--- src/logic/exe_isa_pkg.sv ---
`default_nettype none

package exe_isa_pkg;

    // bit positions in the one-hot alu view
    typedef enum logic [3:0] {
        alu_add  = 4'd0,
        alu_sub  = 4'd1,
        alu_slt  = 4'd2,
        alu_sltu = 4'd3,
        alu_and  = 4'd4,
        alu_nor  = 4'd5,
        alu_or   = 4'd6,
        alu_xor  = 4'd7,
        alu_sll  = 4'd8,
        alu_srl  = 4'd9,
        alu_sra  = 4'd10,
        alu_lui  = 4'd11
    } alu_op_e;

    // unit that produces the result
    typedef enum logic [1:0] {
        unit_alu = 2'd0,
        unit_mul = 2'd1,
        unit_div = 2'd2
    } op_class_e;

    typedef enum logic [1:0] {
        mul_w   = 2'd0,
        mulh_w  = 2'd1,
        mulh_wu = 2'd2
    } mul_kind_e;

    typedef enum logic [1:0] {
        div_w  = 2'd0,
        mod_w  = 2'd1,
        div_wu = 2'd2,
        mod_wu = 2'd3
    } div_kind_e;

    typedef struct packed {
        logic [7:0] pad;
        mul_kind_e  mul_kind;
        div_kind_e  div_kind;
    } md_kind_t;

    // op_class picks which view is meaningful
    typedef union packed {
        logic [11:0] alu_onehot;
        md_kind_t    md;
    } exe_op_u;

endpackage

`default_nettype wire

--- src/logic/exe_bus_pkg.sv ---
`default_nettype none

package exe_bus_pkg;

    import exe_isa_pkg::*;

    typedef enum logic [3:0] {
        mem_none = 4'd0,
        ld_b     = 4'd1,
        ld_h     = 4'd2,
        ld_w     = 4'd3,
        ld_bu    = 4'd4,
        ld_hu    = 4'd5,
        st_b     = 4'd6,
        st_h     = 4'd7,
        st_w     = 4'd8
    } mem_kind_e;

    typedef struct packed {
        logic [31:0] pc;
        logic [31:0] rj_value;
        logic [31:0] rkd_value;
        logic [31:0] imm;
        logic        src1_is_pc;
        logic        src2_is_imm;
        exe_op_u     op;
        op_class_e   op_class;
        logic        gr_we;
        logic [4:0]  dest;
        mem_kind_e   mem_kind;
    } ds_to_es_t;

    // load kind rides along for the memory stage to align data
    typedef struct packed {
        logic [31:0] pc;
        logic [31:0] result;
        logic        gr_we;
        logic [4:0]  dest;
        logic        res_from_mem;
        mem_kind_e   mem_kind;
    } es_to_ms_t;

endpackage

`default_nettype wire

--- src/logic/exe_alu.sv ---
`timescale 1ns/10ps
`default_nettype none

module exe_alu
    import exe_isa_pkg::*;
(
    input  logic [31:0] src1,
    input  logic [31:0] src2,
    input  exe_op_u     op,
    input  op_class_e   op_class,
    output logic [31:0] result
);

    logic [11:0]        onehot;
    logic               do_sub;
    logic [31:0]        adder_b;
    logic [32:0]        adder_out;
    logic [31:0]        sum;
    logic               slt_res;
    logic               sltu_res;
    logic [31:0]        sll_res;
    logic [31:0]        srl_res;
    logic [31:0]        sra_res;
    logic [31:0]        alu_res;
    logic               mul_signed;
    logic signed [32:0] mul_a;
    logic signed [32:0] mul_b;
    logic signed [65:0] product;
    logic [31:0]        mul_res;

    assign onehot = op.alu_onehot;

    // sub and both compares reuse the adder with src2 inverted
    assign do_sub    = onehot[alu_sub] | onehot[alu_slt] | onehot[alu_sltu];
    assign adder_b   = do_sub ? ~src2 : src2;
    assign adder_out = {1'b0, src1} + {1'b0, adder_b} + {32'd0, do_sub};
    assign sum       = adder_out[31:0];

    assign slt_res  = (src1[31] & ~src2[31]) | (~(src1[31] ^ src2[31]) & sum[31]);
    // no carry out means a borrow
    assign sltu_res = ~adder_out[32];

    assign sll_res = src1 << src2[4:0];
    assign srl_res = src1 >> src2[4:0];
    assign sra_res = $signed(src1) >>> src2[4:0];

    assign alu_res = ({32{onehot[alu_add] | onehot[alu_sub]}} & sum)
                   | ({32{onehot[alu_slt]}}  & {31'd0, slt_res})
                   | ({32{onehot[alu_sltu]}} & {31'd0, sltu_res})
                   | ({32{onehot[alu_and]}}  & (src1 & src2))
                   | ({32{onehot[alu_nor]}}  & ~(src1 | src2))
                   | ({32{onehot[alu_or]}}   & (src1 | src2))
                   | ({32{onehot[alu_xor]}}  & (src1 ^ src2))
                   | ({32{onehot[alu_sll]}}  & sll_res)
                   | ({32{onehot[alu_srl]}}  & srl_res)
                   | ({32{onehot[alu_sra]}}  & sra_res)
                   | ({32{onehot[alu_lui]}}  & src2);

    // 33-bit operands cover both signed and unsigned high halves
    assign mul_signed = (op.md.mul_kind == mulh_w);
    assign mul_a      = {mul_signed & src1[31], src1};
    assign mul_b      = {mul_signed & src2[31], src2};
    assign product    = mul_a * mul_b;
    assign mul_res    = (op.md.mul_kind == mul_w) ? product[31:0] : product[63:32];

    assign result = (op_class == unit_mul) ? mul_res : alu_res;

endmodule

`default_nettype wire

--- src/logic/exe_divider.sv ---
`timescale 1ns/10ps
`default_nettype none

module exe_divider
(
    input  logic        clk,
    input  logic        reset,
    input  logic        start,
    input  logic        cancel,
    input  logic        is_signed,
    input  logic [31:0] dividend,
    input  logic [31:0] divisor,
    output logic        busy,
    output logic        done,
    output logic [31:0] quotient,
    output logic [31:0] remainder
);

    logic        launch;
    logic        loading;
    logic        iterate;
    logic [4:0]  count;
    logic        signed_r;
    logic        neg_q;
    logic        neg_r;
    logic [31:0] quo;
    logic [31:0] rem;
    logic [31:0] dsr;
    logic [31:0] abs_dividend;
    logic [31:0] abs_divisor;
    logic [32:0] partial;
    logic [33:0] trial;
    logic        fits;

    assign launch  = start && !busy && !cancel;
    assign iterate = busy && !loading && !done;

    // quo and dsr still hold the raw operands while loading
    assign abs_dividend = (signed_r && quo[31]) ? -quo : quo;
    assign abs_divisor  = (signed_r && dsr[31]) ? -dsr : dsr;

    // shift in the next dividend bit, then try the subtract
    assign partial = {rem, quo[31]};
    assign trial   = {1'b0, partial} - {2'b00, dsr};
    assign fits    = ~trial[33];

    always_ff @(posedge clk)
    begin
        if (reset || cancel)
        begin
            busy    <= 1'b0;
            loading <= 1'b0;
            done    <= 1'b0;
            count   <= 5'd0;
        end
        else if (launch)
        begin
            busy    <= 1'b1;
            loading <= 1'b1;
            count   <= 5'd0;
        end
        else if (loading)
        begin
            loading <= 1'b0;
        end
        else if (done)
        begin
            done <= 1'b0;
            busy <= 1'b0;
        end
        else if (busy)
        begin
            count <= count + 5'd1;
            if (count == 5'd31)
            begin
                done <= 1'b1;
            end
        end
    end

    always_ff @(posedge clk)
    begin
        if (launch)
        begin
            quo      <= dividend;
            dsr      <= divisor;
            signed_r <= is_signed;
        end
        else if (loading)
        begin
            // a zero divisor keeps the all-ones quotient unsigned
            neg_q <= signed_r && (quo[31] ^ dsr[31]) && (dsr != 32'd0);
            neg_r <= signed_r && quo[31];
            quo   <= abs_dividend;
            dsr   <= abs_divisor;
            rem   <= 32'd0;
        end
        else if (iterate)
        begin
            rem <= fits ? trial[31:0] : partial[31:0];
            quo <= {quo[30:0], fits};
        end
    end

    assign quotient  = neg_q ? -quo : quo;
    assign remainder = neg_r ? -rem : rem;

endmodule

`default_nettype wire

--- src/logic/exe_stage.sv ---
`timescale 1ns/10ps
`default_nettype none

module exe_stage
    import exe_isa_pkg::*;
    import exe_bus_pkg::*;
(
    input  logic        clk,
    input  logic        reset,
    input  logic        ms_allowin,
    output logic        es_allowin,
    input  logic        ds_to_es_valid,
    input  ds_to_es_t   ds_to_es_bus,
    output logic        es_to_ms_valid,
    output es_to_ms_t   es_to_ms_bus,
    output logic        data_sram_en,
    output logic [3:0]  data_sram_we,
    output logic [31:0] data_sram_addr,
    output logic [31:0] data_sram_wdata,
    output logic        es_valid_out,
    input  logic        wb_ex
);

    logic        es_valid;
    ds_to_es_t   es_bus;
    logic        es_ready_go;
    logic [31:0] src1;
    logic [31:0] src2;
    logic [31:0] alu_result;
    logic        is_div;
    div_kind_e   div_kind;
    logic        div_signed;
    logic        div_start;
    logic        div_busy;
    logic        div_done;
    logic [31:0] div_quotient;
    logic [31:0] div_remainder;
    logic [31:0] div_result;
    logic        div_started;
    logic        div_held;
    logic        is_load;
    logic        is_store;
    logic [3:0]  st_mask;

    always_ff @(posedge clk)
    begin
        if (reset || wb_ex)
        begin
            es_valid <= 1'b0;
        end
        else if (es_allowin)
        begin
            es_valid <= ds_to_es_valid;
        end
    end

    always_ff @(posedge clk)
    begin
        if (ds_to_es_valid && es_allowin && !wb_ex)
        begin
            es_bus <= ds_to_es_bus;
        end
    end

    assign src1 = es_bus.src1_is_pc ? es_bus.pc : es_bus.rj_value;
    assign src2 = es_bus.src2_is_imm ? es_bus.imm : es_bus.rkd_value;

    exe_alu i_alu (
        .src1     (src1),
        .src2     (src2),
        .op       (es_bus.op),
        .op_class (es_bus.op_class),
        .result   (alu_result)
    );

    assign is_div     = (es_bus.op_class == unit_div);
    assign div_kind   = es_bus.op.md.div_kind;
    assign div_signed = (div_kind == div_w) || (div_kind == mod_w);
    // one launch per item
    assign div_start  = es_valid && is_div && !div_started && !div_busy;

    exe_divider i_divider (
        .clk       (clk),
        .reset     (reset),
        .start     (div_start),
        .cancel    (wb_ex),
        .is_signed (div_signed),
        .dividend  (src1),
        .divisor   (src2),
        .busy      (div_busy),
        .done      (div_done),
        .quotient  (div_quotient),
        .remainder (div_remainder)
    );

    always_ff @(posedge clk)
    begin
        if (reset || wb_ex || es_allowin)
        begin
            div_started <= 1'b0;
            div_held    <= 1'b0;
        end
        else
        begin
            if (div_start)
            begin
                div_started <= 1'b1;
            end
            if (div_done)
            begin
                div_held <= 1'b1;
            end
        end
    end

    always_ff @(posedge clk)
    begin
        if (div_done)
        begin
            div_result <= (div_kind == mod_w || div_kind == mod_wu) ? div_remainder
                                                                    : div_quotient;
        end
    end

    assign es_ready_go    = !is_div || div_held;
    assign es_allowin     = !es_valid || (es_ready_go && ms_allowin);
    assign es_to_ms_valid = es_valid && es_ready_go;
    assign es_valid_out   = es_valid;

    assign is_load  = es_bus.mem_kind inside {ld_b, ld_h, ld_w, ld_bu, ld_hu};
    assign is_store = es_bus.mem_kind inside {st_b, st_h, st_w};

    always_comb
    begin
        es_to_ms_bus.pc           = es_bus.pc;
        es_to_ms_bus.result       = is_div ? div_result : alu_result;
        es_to_ms_bus.gr_we        = es_bus.gr_we;
        es_to_ms_bus.dest         = es_bus.dest;
        es_to_ms_bus.res_from_mem = is_load;
        es_to_ms_bus.mem_kind     = es_bus.mem_kind;
    end

    // byte lanes follow the low address bits
    always_comb
    begin
        case (es_bus.mem_kind)
            st_b:
            begin
                st_mask         = 4'b0001 << data_sram_addr[1:0];
                data_sram_wdata = {4{es_bus.rkd_value[7:0]}};
            end
            st_h:
            begin
                st_mask         = 4'b0011 << {data_sram_addr[1], 1'b0};
                data_sram_wdata = {2{es_bus.rkd_value[15:0]}};
            end
            st_w:
            begin
                st_mask         = 4'b1111;
                data_sram_wdata = es_bus.rkd_value;
            end
            default:
            begin
                st_mask         = 4'b0000;
                data_sram_wdata = es_bus.rkd_value;
            end
        endcase
    end

    assign data_sram_addr = alu_result;
    assign data_sram_en   = es_valid && (is_load || is_store);
    assign data_sram_we   = (es_valid && is_store) ? st_mask : 4'b0000;

endmodule

`default_nettype wire

--- config.mk ---
export PLATFORM = sky130hd
export DESIGN_NAME = exe_stage
export DESIGN_NICKNAME = d
export VERILOG_FILES = /design/src/logic/exe_isa_pkg.sv /design/src/logic/exe_bus_pkg.sv /design/src/logic/exe_alu.sv /design/src/logic/exe_divider.sv /design/src/logic/exe_stage.sv
export SDC_FILE = /design/constraint.sdc
export NUM_CORES = 2
export LEC_CHECK = 0
export BUFFER_PORTS_ARGS = -buffer_cell sky130_fd_sc_hd__buf_2
export CORE_MARGIN = 2
export CORE_UTILIZATION = 45
export CTS_CLUSTER_DIAMETER = 150
export DETAILED_ROUTE_END_ITERATION = 16
export PLACE_DENSITY = 0.7
export SYNTH_ARGS = -nofsm -noshare
export SYNTH_HDL_FRONTEND = slang
export SYNTH_SLANG_ARGS = --single-unit
export TNS_END_PERCENT = 5
--- constraint.sdc ---
create_clock -name clk -period 36.4 [get_ports clk]
set_input_delay 7.28 -clock clk [delete_from_list [all_inputs] [get_ports clk]]
set_output_delay 7.28 -clock clk [all_outputs]
set_load 0.05 [all_outputs]
==> reports/metrics.csv <==
stage,metric,value,unit
outcome,status,"complete, no violations",
floorplan,Core Rows,135,
place,pre-CTS WS,17.23,ns
synth,Yosys reg bits,296,
timing,Final setup viols,0,
timing,Final Hold Vio Count,0,
timing,setup TNS,0,ns
layout,fin area,66400,sq um
timing,Max Slew Vio Count,0,
synth,number of distinct library cells after synthesis,90,
setup_path,critical path's most frequent cell,fa_1,
place,placed cell area,65200,sq um
grt,largest net degree at the start of global routing,86,
setup_path,critical path class,reg2out,
clocking,cts bufs inserted,36,
detailed_routing,DR iter-0 viols,6007,
grt,vias in the first global route,55271,
detailed_routing,post-route DRC violation count,0,
clocking,CTS tree,built,
layout,Reg area,8780,sq um
setup_path,WP data arrival,12.82,ns
timing,RSZ-0062 raised after global routing,false,
synth,xor/xnor cell area share of the yosys netlist,3.34,%
timing,Fmax,49.8,MHz
synth,ys async rst share,0,%
grt,first-pass GRT wire length,383000,um
flow_run,Max-Cap Viols,0,
grt,GR Util met2,56.3,%
synth,Syn Nets,8560,
floorplan,DIE AREA,140000,sq um
synth,Post-Syn Area per Cell,8.89,sq um
floorplan,chip height,374,um
synth,"EDFF count, synth",285,
floorplan,core area,136000,sq um
timing,Slew headroom,5.83,%
layout,P&R area growth vs syn,7.81,%
timing,worst slew pin tran,1.40,ns
clocking,Post-CTS Resized,0,
timing,Post-Route Skew,0.0521,ns
layout,Multi-input gate area,46800,sq um
floorplan,Ports,306,
grt,antenna violations before repair,33,
detailed_routing,WL final,265000,um
grt,gr usage total,37.9,%
setup_path,worst path buffer plus inverter count,10,
layout,share of cells above drive strength 1,9.89,%
hold_path,worst hold path class,reg2reg,
grt,routing usage on met1,46.4,%
synth,"Primary FF master, synth",edfxtp_1,
synth,sequential share of the synthesized area,14.2,%
synth,compound-gate portion of the synthesized area,9.72,%
timing,Final WS setup,16.30,ns
clocking,H-tree depth,2,
timing,post-route clock period utilization,55.2,%
layout,Fill cells,12828,
place,RD Place Congestion,1.06,
synth,gate count after technology mapping,6928,
synth,Mapped Area,61600,sq um
clocking,CTS hold repair buffers,0,
floorplan,Die X-Extent,374,um
layout,NumNets Final,8642,
detailed_routing,First-pass DRT Iterations,6,
setup_path,crit end category,output port,
place,DP HPWL,204000,um
setup_path,crit-path leading delay family,adder cells,
setup_path,slowest cell delay on critical path,0.97,ns
hold_path,Hold Path Stages,2,
setup_path,reg2reg path depth,13,
place,PortBufs,305,
clocking,Clock Pin Slew Worst Setup and Hold Paths,0.06,ns
clocking,Clock Latency Late Sink,0.62,ns
setup_path,WP depth,32,
synth,post-synthesis mux area share,4.57,%
synth,Simple-Gate Fraction of Synth Area,14.0,%
detailed_routing,vias per std cell,6.05,
detailed_routing,Antenna Nets Post-Route,0,
setup_path,"Req. time, crit path",29.12,ns
grt,global route hottest layer,met2,
grt,GRT met3 Usage,11.6,%
grt,Congestion Overflow GR,0,
clocking,CTS Sinks,296,
setup_path,Worst Path Max Fanout,32,
setup_path,"slowest stage cell, crit path",a221oi_1,
clocking,clock tree buffer depth,3,
clocking,root buffer cell,clkbuf_16,
clocking,Post-CTS Setup Repair Bufs,0,
setup_path,Worst Setup Start Kind,flip-flop,
timing,post-layout min period,20.10,ns
synth,Yosys Warn Count,0,
layout,Final Core Density,49.0,%
synth,largest family of logic cells by synthesized area,adder cells,
floorplan,Starting Density,45.4,%
detailed_routing,WL per Instance,30.0,um
detailed_routing,Via Count,53436,
synth,Post-Synth Adder-Cell Area,43.6,%
[flip-flops by register name, indices dropped and copies added (netlist names)]
name	cells
es_valid_out	1
i_divider.count	5
div_started	1
i_divider.quo	32
div_kind	2
div_result	32
es_bus	110
i_divider.dsr	32
i_divider.loading	1
div_held	1
i_divider.busy	1
i_divider.signed_r	1
i_divider.rem	32
i_divider.neg_r	1
i_divider.done	1
i_divider.neg_q	1
es_to_ms_bus	42
[cells in the mapped netlist (9+ instances only)]
master | instances | area, sq um
o2111ai_1 | 18 | 158
inv_1 | 1203 | 4520
nor2b_1 | 27 | 169
nand2_1 | 985 | 3700
o21bai_1 | 15 | 113
and2_1 | 15 | 93.8
xor2_1 | 66 | 578
or3_1 | 35 | 219
o21a_1 | 42 | 315
a21oi_1 | 273 | 1370
a31oi_1 | 33 | 206
nor4_1 | 17 | 106
nand4_1 | 29 | 181
and3_1 | 22 | 138
buf_2 | 21 | 105
o41ai_1 | 11 | 96.3
clkbuf_1 | 301 | 1130
o221ai_1 | 9 | 78.8
dfxtp_1 | 11 | 220
o21ai_0 | 222 | 1110
mux2i_1 | 231 | 2310
a211oi_1 | 62 | 465
a22oi_1 | 16 | 120
clkinv_1 | 17 | 63.8
nand3_1 | 67 | 335
nor3_1 | 66 | 330
a221oi_1 | 29 | 254
o31ai_1 | 20 | 150
nand2b_1 | 39 | 244
buf_4 | 52 | 390
a31o_2 | 9 | 78.8
mux2_2 | 36 | 405
or2_2 | 14 | 87.6
o211ai_1 | 32 | 240
buf_1 | 59 | 221
fa_1 | 1127 | 22600
a21o_1 | 39 | 293
o22ai_1 | 20 | 125
a311oi_1 | 15 | 131
ha_1 | 346 | 4330
edfxtp_1 | 285 | 8560
xnor2_1 | 169 | 1480
nor2_1 | 690 | 2590
[layout make-up]
type	count	area share, %
Antenna cell	12	0.0452
Clock inverter	21	0.316
Clock buffer	43	1.46
Multi-Input combinational cell	4974	70.4
Sequential cell	296	13.2
Timing Repair Buffer	478	4.28
Inverter	1224	6.92
Tap cell	1781	3.35
[per-layer routing]
layer	wire, um	part of all wire [%]
met2	113000	43
met1	94600	36
met3	32400	12
met5	165	0.062
met4	24200	9.2
[per-stage QoR]
| stage | cells | hold WS [ns] |
|---|---|---|
| 6_report | 8829 | 0.478 |
| 5_1_grt | 8821 | 0.496 |
| 4_1_cts | 8817 | 0.472 |
| 3_5_place_dp | 8753 | 0.462 |
| 3_3_place_gp | 8752 | 0.454 |
| 2_1_floorplan | 6928 | 0.423 |
[worst paths after layout]
path              slack, ns         startpoint                 to
hold / removal         0.48        div_started        div_started
setup / recovery      16.30         es_bus[25]   es_to_ms_bus[38]
hold reg to reg        0.48        div_started        div_started
setup reg to reg      31.53  i_divider.quo[31]  i_divider.rem[30]
[worst register-to-register path, stage by stage, from the launching register on]
cell and delay (ns):
edfxtp_1 0.66, inv_1 0.24, ha_1 0.28, fa_1 0.42, nor2b_1 0.17, o31ai_1 0.15
a2111oi_0 0.71, o21ai_0 0.41, o31a_1 0.36, o31a_1 0.41, o21ai_0 0.21, o41ai_1 0.11
xor2_1 0.16, a211oi_1 0.33
[layout by cell type, fill, tap and decap left out, drive strengths merged, types with 37 or more instances in the layout]
master  netlist  routed
inv        1207    1204
fa         1127    1127
nand2       986     986
nor2        690     690
buf         133     478
ha          346     346
edfxtp      285     285
a21oi       273     273
mux2i       238     238
o21ai       228     228
xnor2       169     169
nor3         72      72
nand3        67      67
xor2         66      66
a211oi       63      63
clkbuf      301      43
o21a         42      42
nand2b       40      40
or3          40      40
a21o         39      39
clkinv       17      37
[logic make-up after synthesis]
logic type / count (synthesis)
xor+xnor: 235
flops: 296
mux: 274
fa+ha+maj: 1473
simple gates: 2052
compound gates: 940
buf+inv: 1658
Power is not shown: default switching activity piles up to over one toggle a cycle in this logic, so the estimate is an artifact.
